`config.mk`:
```
export PLATFORM = sky130hd
export DESIGN_NAME = wb_subsys
export DESIGN_NICKNAME = d
export VERILOG_FILES = /design/src/design/wb_pkg.sv /design/src/design/pipe_reg.sv /design/src/design/wb_stage.sv /design/src/design/regfile.sv /design/src/design/wb_ctrl.sv /design/src/design/wb_subsys.sv
export SDC_FILE = /design/constraint.sdc
export NUM_CORES = 2
export LEC_CHECK = 0
export BUFFER_PORTS_ARGS = -buffer_cell sky130_fd_sc_hd__buf_2
export CORE_MARGIN = 1
export CORE_UTILIZATION = 41
export CTS_CLUSTER_SIZE = 20
export DETAILED_ROUTE_END_ITERATION = 8
export PLACE_DENSITY = 0.66
export SETUP_SLACK_MARGIN = 0.3
export SYNTH_ARGS = -nofsm -noshare
export SYNTH_HDL_FRONTEND = slang
export SYNTH_SLANG_ARGS = --single-unit
```
`constraint.sdc`:
```
create_clock -name clk -period 8.1 [get_ports clk]
set_input_delay 0.405 -clock clk [delete_from_list [all_inputs] [get_ports clk]]
set_output_delay 0.405 -clock clk [all_outputs]
set_load 0.1 [all_outputs]
```
`src/design/wb_pkg.sv`:
```
// Shared definitions for the write-back subsystem
// Width localparams, register index type, MPU and trap cause enums
// Packed structs for the EX/WB pipe, LSU response, coprocessor result
// and controller commands

package wb_pkg;

  ////////////////////////////////////////
  // Widths and sizes
  ////////////////////////////////////////

  // Data path width
  localparam int XLEN     = 32;
  // Number of architectural registers
  localparam int RF_DEPTH = 32;
  // Retire counter width, the counter wraps
  localparam int CNT_W    = 16;

  // Register index, five bits for 32 registers
  typedef logic [$clog2(RF_DEPTH)-1:0] rf_addr_t;

  ////////////////////////////////////////
  // Encodings
  ////////////////////////////////////////

  // Access check result returned with every LSU response
  typedef enum logic [1:0] {
    MPU_OK       = 2'd0,
    MPU_RE_FAULT = 2'd1,
    MPU_WR_FAULT = 2'd2
  } mpu_status_e;

  // Reason reported with the trap pulse
  typedef enum logic [2:0] {
    CAUSE_NONE        = 3'd0,
    CAUSE_LOAD_FAULT  = 3'd1,
    CAUSE_STORE_FAULT = 3'd2,
    CAUSE_WATCHPOINT  = 3'd3,
    CAUSE_XIF_EXC     = 3'd4,
    CAUSE_ABORT       = 3'd5
  } cause_e;

  ////////////////////////////////////////
  // Structs
  ////////////////////////////////////////

  // Instruction state carried from EX into write-back
  typedef struct packed {
    logic            instr_valid;
    logic            rf_we;
    rf_addr_t        rf_waddr;
    logic [XLEN-1:0] rf_wdata;     // ALU result
    logic            lsu_en;
    logic            lsu_store;    // Picks the store fault cause over the load one
    logic            xif_en;
    logic            abort_op;     // Exception already flagged upstream
  } ex_wb_pipe_t;

  // One-cycle response strobed by the LSU
  typedef struct packed {
    logic [XLEN-1:0] rdata;
    mpu_status_e     mpu_status;
    logic            wpt_match;
  } lsu_resp_t;

  // Result handed back by the coprocessor
  typedef struct packed {
    logic [XLEN-1:0] data;
    logic            exc;
  } xif_result_t;

  // Commands from the controller to the stage
  typedef struct packed {
    logic halt_wb;
    logic kill_wb;
  } ctrl_wb_t;

endpackage

```
`src/design/pipe_reg.sv`:
```
// Generic stage register with a valid bit and a typed payload
// Load, hold and clear control for the valid bit

module pipe_reg #(
  parameter type payload_t = logic
) (
  input  logic     clk,
  input  logic     rst_n,
  input  logic     load_i,
  input  logic     clear_i,
  input  logic     valid_i,
  input  payload_t data_i,
  output logic     valid_o,
  output payload_t data_o
);

  logic     valid_q;
  payload_t data_q;

  // Valid bit is control state and sees the reset
  // A load wins over a clear in the same cycle
  always_ff @(posedge clk or negedge rst_n) begin
    if (!rst_n) begin
      valid_q <= 1'b0;
    end else if (load_i) begin
      valid_q <= valid_i;
    end else if (clear_i) begin
      valid_q <= 1'b0;
    end
  end

  // Payload only moves on a load so a stalled item stays in place
  always_ff @(posedge clk) begin
    if (load_i) begin
      data_q <= data_i;
    end
  end

  assign valid_o = valid_q;
  assign data_o  = data_q;

endmodule

```
`src/design/wb_stage.sv`:
```
// Write-back stage
// Result select between ALU, load data and coprocessor data
// Sticky copy of the LSU response until the stage completes
// Stall, ready and valid generation plus abort and cause detection

module wb_stage (
  input  logic                     clk,
  input  logic                     rst_n,
  input  wb_pkg::ex_wb_pipe_t      ex_wb_pipe_i,
  input  wb_pkg::ctrl_wb_t         ctrl_wb_i,
  input  logic                     lsu_valid_i,
  input  wb_pkg::lsu_resp_t        lsu_resp_i,
  input  logic                     xif_valid_i,
  input  wb_pkg::xif_result_t      xif_result_i,
  output logic                     xif_ready_o,
  output logic                     lsu_req_o,
  output logic                     rf_we_o,
  output wb_pkg::rf_addr_t         rf_waddr_o,
  output logic [wb_pkg::XLEN-1:0]  rf_wdata_o,
  output logic                     wb_ready_o,
  output logic                     wb_valid_o,
  output logic                     data_stall_o,
  output logic                     abort_op_o,
  output wb_pkg::cause_e           cause_o,
  output wb_pkg::mpu_status_e      mpu_status_o,
  output logic                     wpt_match_o
);

  import wb_pkg::*;

  logic      instr_valid;
  logic      wb_valid;
  logic      lsu_valid_q;
  lsu_resp_t lsu_resp_q;
  logic      lsu_valid;
  lsu_resp_t lsu_resp;
  logic      lsu_waiting;
  logic      lsu_fault;
  logic      wpt_hit;
  logic      xif_waiting;
  logic      xif_exception;

  // Instruction may act only when neither halted nor killed
  assign instr_valid = ex_wb_pipe_i.instr_valid && !ctrl_wb_i.kill_wb && !ctrl_wb_i.halt_wb;

  ////////////////////////////////////////
  // Sticky LSU response
  ////////////////////////////////////////

  // Request stays up while the load or store sits here, halted or not
  assign lsu_req_o = ex_wb_pipe_i.instr_valid && ex_wb_pipe_i.lsu_en;

  // The valid flag is control state
  always_ff @(posedge clk or negedge rst_n) begin
    if (!rst_n) begin
      lsu_valid_q <= 1'b0;
    end else if (wb_valid || ctrl_wb_i.kill_wb) begin
      // Stage is done with this access so drop the copy
      lsu_valid_q <= 1'b0;
    end else if (lsu_valid_i && lsu_req_o) begin
      lsu_valid_q <= 1'b1;
    end
  end

  // Response payload is only looked at while lsu_valid_q is set
  always_ff @(posedge clk) begin
    if (lsu_valid_i && lsu_req_o && !lsu_valid_q) begin
      lsu_resp_q <= lsu_resp_i;
    end
  end

  // Held copy wins over whatever the LSU drives now
  assign lsu_valid = lsu_valid_q || lsu_valid_i;
  assign lsu_resp  = lsu_valid_q ? lsu_resp_q : lsu_resp_i;

  assign lsu_waiting = lsu_req_o && !lsu_valid;
  assign lsu_fault   = lsu_req_o && lsu_valid && (lsu_resp.mpu_status != MPU_OK);
  assign wpt_hit     = lsu_req_o && lsu_valid && lsu_resp.wpt_match;

  // Status outputs read as clean when no response is present
  assign mpu_status_o = lsu_valid ? lsu_resp.mpu_status : MPU_OK;
  assign wpt_match_o  = lsu_valid && lsu_resp.wpt_match;

  ////////////////////////////////////////
  // Coprocessor result
  ////////////////////////////////////////

  assign xif_waiting   = ex_wb_pipe_i.instr_valid && ex_wb_pipe_i.xif_en && !xif_valid_i;
  assign xif_exception = ex_wb_pipe_i.instr_valid && ex_wb_pipe_i.xif_en && xif_valid_i &&
                         xif_result_i.exc;

  // Result is consumed when the instruction leaves, by retiring or by a kill
  assign xif_ready_o = ex_wb_pipe_i.instr_valid && ex_wb_pipe_i.xif_en && xif_valid_i &&
                       (ctrl_wb_i.kill_wb || !ctrl_wb_i.halt_wb);

  ////////////////////////////////////////
  // Stage handshake
  ////////////////////////////////////////

  // A kill always frees the stage, otherwise halt and pending results hold it
  assign wb_ready_o = ctrl_wb_i.kill_wb ||
                      (!ctrl_wb_i.halt_wb && !xif_waiting && !lsu_waiting);

  // Loads and stores finish on a response, everything else once any coprocessor data is in
  assign wb_valid = instr_valid &&
                    (ex_wb_pipe_i.lsu_en ? lsu_valid : !xif_waiting);
  assign wb_valid_o = wb_valid;

  assign data_stall_o = instr_valid && ex_wb_pipe_i.lsu_en && !lsu_valid;

  // Any exception source ends the instruction without a register write
  assign abort_op_o = ex_wb_pipe_i.abort_op || lsu_fault || wpt_hit || xif_exception;

  always_comb begin
    cause_o = CAUSE_NONE;
    if (ex_wb_pipe_i.abort_op) begin
      cause_o = CAUSE_ABORT;
    end else if (lsu_fault) begin
      cause_o = ex_wb_pipe_i.lsu_store ? CAUSE_STORE_FAULT : CAUSE_LOAD_FAULT;
    end else if (wpt_hit) begin
      cause_o = CAUSE_WATCHPOINT;
    end else if (xif_exception) begin
      cause_o = CAUSE_XIF_EXC;
    end
  end

  ////////////////////////////////////////
  // Register file write
  ////////////////////////////////////////

  // wb_valid already covers halt, kill and the coprocessor wait
  assign rf_we_o    = ex_wb_pipe_i.rf_we && wb_valid && !abort_op_o;
  assign rf_waddr_o = ex_wb_pipe_i.rf_waddr;
  assign rf_wdata_o = ex_wb_pipe_i.lsu_en ? lsu_resp.rdata    :
                      ex_wb_pipe_i.xif_en ? xif_result_i.data :
                      ex_wb_pipe_i.rf_wdata;

endmodule

```
`src/design/regfile.sv`:
```
// Register file with 32 entries of XLEN bits
// One synchronous write port and one asynchronous read port
// Register x0 always reads as zero

module regfile (
  input  logic                     clk,
  input  logic                     rst_n,
  input  logic                     we_i,
  input  wb_pkg::rf_addr_t         waddr_i,
  input  logic [wb_pkg::XLEN-1:0]  wdata_i,
  input  wb_pkg::rf_addr_t         raddr_i,
  output logic [wb_pkg::XLEN-1:0]  rdata_o
);

  import wb_pkg::*;

  logic [XLEN-1:0] mem_q [RF_DEPTH];

  // All registers start out at zero
  // Writes aimed at x0 are dropped so the entry stays zero
  always_ff @(posedge clk or negedge rst_n) begin
    if (!rst_n) begin
      for (int i = 0; i < RF_DEPTH; i++) begin
        mem_q[i] <= '0;
      end
    end else if (we_i && (waddr_i != '0)) begin
      mem_q[waddr_i] <= wdata_i;
    end
  end

  // Combinational read with x0 forced to zero
  always_comb begin
    if (raddr_i == '0) begin
      rdata_o = '0;
    end else begin
      rdata_o = mem_q[raddr_i];
    end
  end

endmodule

```
`src/design/wb_ctrl.sv`:
```
// Write-back controller
// Halt pass-through, RUN and FLUSH machine for the post-abort kill
// Trap pulse with registered cause and a wrapping retire counter

module wb_ctrl (
  input  logic                      clk,
  input  logic                      rst_n,
  input  logic                      halt_req_i,
  input  logic                      wb_valid_i,
  input  logic                      abort_op_i,
  input  wb_pkg::cause_e            cause_i,
  output wb_pkg::ctrl_wb_t          ctrl_wb_o,
  output logic                      trap_o,
  output wb_pkg::cause_e            trap_cause_o,
  output logic [wb_pkg::CNT_W-1:0]  retire_cnt_o
);

  import wb_pkg::*;

  typedef enum logic {
    RUN   = 1'b0,
    FLUSH = 1'b1
  } state_e;

  state_e           state_q;
  state_e           state_d;
  cause_e           cause_q;
  logic [CNT_W-1:0] cnt_q;
  logic             abort_retire;

  // An instruction that retires with an abort
  assign abort_retire = wb_valid_i && abort_op_i;

  ////////////////////////////////////////
  // Flush machine
  ////////////////////////////////////////

  // FLUSH lasts a single cycle and always returns to RUN
  always_comb begin
    state_d = state_q;
    case (state_q)
      RUN: begin
        if (abort_retire) begin
          state_d = FLUSH;
        end
      end
      FLUSH: begin
        state_d = RUN;
      end
      default: begin
        state_d = RUN;
      end
    endcase
  end

  always_ff @(posedge clk or negedge rst_n) begin
    if (!rst_n) begin
      state_q <= RUN;
      cause_q <= CAUSE_NONE;
    end else begin
      state_q <= state_d;
      // Cause is sampled together with the aborting retire
      if (abort_retire) begin
        cause_q <= cause_i;
      end
    end
  end

  // Halt follows the request level with no delay
  assign ctrl_wb_o.halt_wb = halt_req_i;
  // Kill removes the instruction right behind the aborting one
  assign ctrl_wb_o.kill_wb = (state_q == FLUSH);
  assign trap_o            = (state_q == FLUSH);
  assign trap_cause_o      = cause_q;

  ////////////////////////////////////////
  // Retire counter
  ////////////////////////////////////////

  // Aborting instructions do not count, overflow wraps to zero
  always_ff @(posedge clk or negedge rst_n) begin
    if (!rst_n) begin
      cnt_q <= '0;
    end else if (wb_valid_i && !abort_op_i) begin
      cnt_q <= cnt_q + 1'b1;
    end
  end

  assign retire_cnt_o = cnt_q;

endmodule

```
`src/design/wb_subsys.sv`:
```
// Write-back subsystem top level
// EX/WB register, coprocessor result register, write-back stage,
// register file and controller with the EX ready term

module wb_subsys (
  input  logic                      clk,
  input  logic                      rst_n,
  input  logic                      ex_valid_i,
  input  wb_pkg::ex_wb_pipe_t       ex_pipe_i,
  output logic                      ex_ready_o,
  output logic                      lsu_req_o,
  input  logic                      lsu_valid_i,
  input  wb_pkg::lsu_resp_t         lsu_resp_i,
  input  logic                      xif_valid_i,
  input  wb_pkg::xif_result_t       xif_result_i,
  input  logic                      halt_req_i,
  input  wb_pkg::rf_addr_t          rs_addr_i,
  output logic [wb_pkg::XLEN-1:0]   rs_data_o,
  output logic                      wb_valid_o,
  output logic                      data_stall_o,
  output logic                      trap_o,
  output wb_pkg::cause_e            trap_cause_o,
  output logic [wb_pkg::CNT_W-1:0]  retire_cnt_o
);

  import wb_pkg::*;

  logic            ex_wb_valid;
  ex_wb_pipe_t     ex_wb_q;
  ex_wb_pipe_t     ex_wb_pipe;
  logic            xif_res_valid;
  xif_result_t     xif_res_q;
  logic            xif_ready;
  logic            wb_ready;
  logic            wb_valid;
  logic            abort_op;
  cause_e          cause;
  ctrl_wb_t        ctrl_wb;
  logic            rf_we;
  rf_addr_t        rf_waddr;
  logic [XLEN-1:0] rf_wdata;

  ////////////////////////////////////////
  // EX/WB register
  ////////////////////////////////////////

  // Accept when the register is empty or the stage lets its instruction go
  assign ex_ready_o = !ex_wb_valid || wb_ready;

  pipe_reg #(.payload_t(ex_wb_pipe_t)) u_ex_wb_reg (
    .clk     (clk),
    .rst_n   (rst_n),
    .load_i  (ex_ready_o),
    .clear_i (ctrl_wb.kill_wb && wb_ready),
    .valid_i (ex_valid_i),
    .data_i  (ex_pipe_i),
    .valid_o (ex_wb_valid),
    .data_o  (ex_wb_q)
  );

  // The register's valid bit is what marks the stage as occupied
  always_comb begin
    ex_wb_pipe             = ex_wb_q;
    ex_wb_pipe.instr_valid = ex_wb_valid;
  end

  // Coprocessor result waits here until the stage consumes it
  pipe_reg #(.payload_t(xif_result_t)) u_xif_res_reg (
    .clk     (clk),
    .rst_n   (rst_n),
    .load_i  (xif_valid_i),
    .clear_i (xif_ready),
    .valid_i (xif_valid_i),
    .data_i  (xif_result_i),
    .valid_o (xif_res_valid),
    .data_o  (xif_res_q)
  );

  ////////////////////////////////////////
  // Stage, register file, controller
  ////////////////////////////////////////

  wb_stage u_wb_stage (
    .clk          (clk),
    .rst_n        (rst_n),
    .ex_wb_pipe_i (ex_wb_pipe),
    .ctrl_wb_i    (ctrl_wb),
    .lsu_valid_i  (lsu_valid_i),
    .lsu_resp_i   (lsu_resp_i),
    .xif_valid_i  (xif_res_valid),
    .xif_result_i (xif_res_q),
    .xif_ready_o  (xif_ready),
    .lsu_req_o    (lsu_req_o),
    .rf_we_o      (rf_we),
    .rf_waddr_o   (rf_waddr),
    .rf_wdata_o   (rf_wdata),
    .wb_ready_o   (wb_ready),
    .wb_valid_o   (wb_valid),
    .data_stall_o (data_stall_o),
    .abort_op_o   (abort_op),
    .cause_o      (cause),
    .mpu_status_o (),
    .wpt_match_o  ()
  );

  regfile u_regfile (
    .clk     (clk),
    .rst_n   (rst_n),
    .we_i    (rf_we),
    .waddr_i (rf_waddr),
    .wdata_i (rf_wdata),
    .raddr_i (rs_addr_i),
    .rdata_o (rs_data_o)
  );

  wb_ctrl u_wb_ctrl (
    .clk          (clk),
    .rst_n        (rst_n),
    .halt_req_i   (halt_req_i),
    .wb_valid_i   (wb_valid),
    .abort_op_i   (abort_op),
    .cause_i      (cause),
    .ctrl_wb_o    (ctrl_wb),
    .trap_o       (trap_o),
    .trap_cause_o (trap_cause_o),
    .retire_cnt_o (retire_cnt_o)
  );

  assign wb_valid_o = wb_valid;

endmodule

```
==> results.txt <==
----------------------------------------------------
[Run status]
  Run status ... completed

[Detailed routing]
  Final routed wire length divided by cell count ... ~24 um
  Initial detailed-routing violation count ... between 2000 and 3000
  DRC ... 0
  Detailed-routing iteration count for the pre-antenna-repair pass ... 5
  Routed vias ... 33268
  Routed Wire Length ... around 140000 um
  Vias per Instance ... about 5.7
  Count of antenna-violating nets left after detailed routing ... 0

[Worst setup path]
  R2R Setup Slk ... between 2 and 3 ns
  Crit path max fanout ... 37
  Worst r2r src ... u_ex_wb_reg.data_o[3]
  Data required, critical path ... 8.67 ns
  Cell seen most often among critical-path stages ... sky130_fd_sc_hd__buf_4
  Worst setup path category ... reg2reg
  Sort of element at the start of the critical path ... flop
  Element type at the critical path end ... flop
  Depth of the worst register-to-register path ... 7
  Max stage delay cell, worst path ... sky130_fd_sc_hd__nand4_1
  Critical path cell sequence ... and4b_2 -> a221oi_4 -> buf_4 -> and2_1 -> nand4_1 -> buf_4 -> mux2_1
  Critical path arrival ... ~5.8 ns
  Critical register-to-register path endpoint ... u_regfile.mem_q[738]
  Max stage delay on crit path ... around 1.1 ns

[Synth]
  Dominant cell by count in the synthesized netlist ... sky130_fd_sc_hd__dfrtp_1
  Synth async-reset ratio ... between 90% and 100%
  Leading cell types by total area after synthesis ... sky130_fd_sc_hd__dfrtp_1 (52%), sky130_fd_sc_hd__mux4_2 (8.1%), sky130_fd_sc_hd__mux2_1 (6.9%)
  Number of flops mapped to enable cells by yosys ... 110
  Post-synthesis register bit count ... 1157
  Number of warnings issued by yosys ... 0
  Top_reg_cell synth ... sky130_fd_sc_hd__dfrtp_1
  Distinct cells, synth ... 50
  Synthesized cell area ... ~50000 um^2
  Dominant cell type by area after synthesis ... sky130_fd_sc_hd__dfrtp_1
  Mean Syn Cell Area ... about 13 um^2
  Synthesized Nets ... 4119
  Leading cell types by count after synthesis ... sky130_fd_sc_hd__dfrtp_1 (1047), sky130_fd_sc_hd__nand2_1 (629), sky130_fd_sc_hd__o21ai_0 (457)
  Number of standard cells after synthesis ... between 3000 and 4000
  Sequential-to-total area share from yosys stat ... roughly three fifths
  Share of the synthesized area in the top cell type ... 52.1%

[STA]
  Final Max Tran Viols ... 0
  Ratio of final minimum period to clock period ... approximately 64%
  TNS Setup ... 0 ns
  Setup repair after global routing missed its margin ... false
  Number of endpoints with negative hold slack in the final report ... 0
  Top achievable clock speed ... roughly 190 MHz
  Worst rel slew slack ... about 15%
  Clock period minus worst slack ... slightly above 5 ns
  Worst-margin pin slew ... between 1 and 1.5 ns
  Worst clock skew ... about 0.021 ns
  Finish-stage setup viols ... 0

[Hold path]
  Hold-critical path endpoint ... u_wb_stage.lsu_valid_q
  Hold WC Path Type ... in2reg
  Cell depth of the worst hold path ... 3
  Min-delay src ... lsu_valid_i

[Clock network]
  TritonCTS Buffers ... 115
  TritonCTS clock tree ... yes
  CTS max path bufs ... 3
  Htree depth ... 3
  TritonCTS sink count ... about 1200
  Clk_lat worst skew ... 0.70 ns
  Buffers inserted during post-CTS setup optimization ... 0
  Clock root buffer ... sky130_fd_sc_hd__clkbuf_16
  Clock edge transition at the registers on the reported setup and hold paths ... around 0.06 ns
  PostCTS Resize Cnt ... 0

[Pwr]
  Worst IR Drop VDD ... between 0.2 and 0.25 mV
  Power per unit of standard cell area ... about 250 nW/um^2
  Lkg Pwr ... around 26 nW

[Layout]
  Number of diodes ... 0
  Synth-to-Final Area Change ... 14.8%
  Net count, final ... approximately 4200
  Filler cells ... ~11000
  Area taken by flip-flops and latches ... about 30000 um^2
  Multi-input gate area ... roughly 19000 um^2
  Fraction of layout instances using a drive strength above 1 ... between 10% and 20%
  Fin cells ... approximately 5800

[Job]
  Max-cap check violation count ... 0

[Place]
  HPWL reported at the end of detailed placement ... around 83000 um
  Post-Place Cells ... approximately 5500
  Routability congestion estimate from global placement ... approximately 0.8
  Buffers added on ports ... ~180

[Global route]
  Global-route wire length before repair ... approximately 220000 um
  Via count of the first global-routing pass ... about 34000
  Grt ovf ... 0
  GRT Overall Usage ... around 23%
  Pin count of the biggest net entering global routing ... between 150 and 200
  Initial antenna violation count ... 1

[Die]
  Top-Level Pins ... about 180
  Core Area ... 122000 um^2
  Die boundary width ... around 350 um
  Number of placement rows ... 128
  Initial cell density of the core ... between 40 and 50%
  Total die area ... ~120000 um^2
  Die Height ... 352 um

----------------------------------------------------
==> cells by family (layout without fill, tap and decap cells) <==
logic type	Yosys count	in the layout	synth area share, %
flip-flops	1157	1157	58.7
AND/OR/NAND/NOR	727	727	5.83
adder cells (fa/ha/maj)	1	1	0.0249
AO/OA/AOI/OAI	891	891	10.2
XOR/XNOR	15	15	0.261
buffers and inverters	383	609	3.03
multiplexers	822	822	22.0
==> registers in the layout, indices dropped and copies added, names as in the netlist <==
signal	count
u_ex_wb_reg.valid_o	1
u_xif_res_reg.data_o	33
u_wb_ctrl.trap_cause_o	3
u_regfile.mem_q	1024
u_wb_ctrl.retire_cnt_o	16
u_xif_res_reg.valid_o	1
u_wb_stage.lsu_resp_q	35
u_wb_ctrl.trap_o	1
u_wb_stage.lsu_valid_q	1
u_ex_wb_reg.data_o	42
==> layer usage <==
metal | GRT usage, % | vias up | wire [um]
li1 | - | 14684 | -
met1 | 32.3 | 17343 | 62400
met2 | 36.0 | 1023 | 65500
met5 | 0 | - | 0
met4 | 6.09 | 0 | 3500
met3 | 4.00 | 218 | 9340
==> through the flow <==
step | power, W | setup slack, ns | hold slack (ns) | instance area (um^2) | util [%]
after floorplan | 0.00811 | 1.13 | 0.109 | 50300 | -
after CTS | 0.0144 | 2.92 | 0.0514 | 57700 | 47.4
after global routing | 0.0148 | 2.64 | 0.0818 | 57700 | 47.4
final | 0.0143 | 2.91 | 0.0951 | 57700 | 47.4
after detailed placement | 0.00885 | 2.94 | 0.365 | 52700 | 43.3
after global placement | 0.00878 | 3.10 | 0.364 | 52700 | 43.3
==> where the power goes <==
| part | total, W | switching (W) | leakage [nW] | internal (W) |
|---|---|---|---|---|
| Sequential | 0.00670 | 0.000293 | 15.6 | 0.00641 |
| Clock | 0.00549 | 0.00228 | 1.92 | 0.00321 |
| Combinational | 0.00208 | 0.00138 | 8.84 | 0.000703 |
| Total | 0.0143 | 0.00395 | 26.3 | 0.0103 |
==> area by class of cell <==
| class | instances | area share [%] |
|---|---|---|
| flip-flops and latches | 1157 | 51.1 |
| multi-input cells | 2456 | 33.6 |
| clock buffers | 170 | 5.87 |
| repair buffers | 389 | 4.98 |
| well taps | 1625 | 3.52 |
| clock inverters | 46 | 0.906 |
| inverters | 4 | 0.0260 |
==> worst max-delay path, delay by kind of cell (launching register included) <==
family	cells	cell delay [ns]
muxes	1	0.39
and+or+nand+nor	3	2.45
DFF	1	0.80
buffers and inverters	2	1.02
AOI/OAI and AO/OA	1	0.36
==> worst max-delay path by stage <==
stage,start,endpoint
after CTS,u_ex_wb_reg.data_o[3],u_regfile.mem_q[738]
after global routing,u_ex_wb_reg.data_o[3],u_regfile.mem_q[748]
after global placement,u_ex_wb_reg.data_o[3],u_regfile.mem_q[748]
after floorplan,u_ex_wb_reg.data_o[1],u_ex_wb_reg.data_o[0]
after detailed placement,u_ex_wb_reg.data_o[3],u_regfile.mem_q[738]
final,u_ex_wb_reg.data_o[3],u_regfile.mem_q[738]
==> what timing repair did <==
item	in CTS	in global routing
endpoints found under the setup margin	0	0
hold buffers	112	0
hold endpoints to repair	180	0
==> placed cells by master, fill, tap and decap left out, types with 26 or more instances in the layout <==
cell type and n:
sky130_fd_sc_hd__mux2_2 152, sky130_fd_sc_hd__a22oi_1 33, sky130_fd_sc_hd__clkbuf_16 117, sky130_fd_sc_hd__buf_2 173
sky130_fd_sc_hd__a21oi_1 55, sky130_fd_sc_hd__o21a_1 32, sky130_fd_sc_hd__mux4_2 181, sky130_fd_sc_hd__o21ai_0 452
sky130_fd_sc_hd__o21ai_1 160, sky130_fd_sc_hd__dfrtp_1 1046, sky130_fd_sc_hd__buf_4 93, sky130_fd_sc_hd__dlygate4sd3_1 112
sky130_fd_sc_hd__o221ai_1 31, sky130_fd_sc_hd__mux2i_1 182, sky130_fd_sc_hd__a22o_1 32, sky130_fd_sc_hd__clkbuf_8 26
sky130_fd_sc_hd__mux2_1 307, sky130_fd_sc_hd__edfxtp_1 110, sky130_fd_sc_hd__a211oi_1 32, sky130_fd_sc_hd__nand4_1 26
sky130_fd_sc_hd__clkbuf_1 27, sky130_fd_sc_hd__nand2_1 628
No activity file was read; power rests on OpenSTA's default activity.
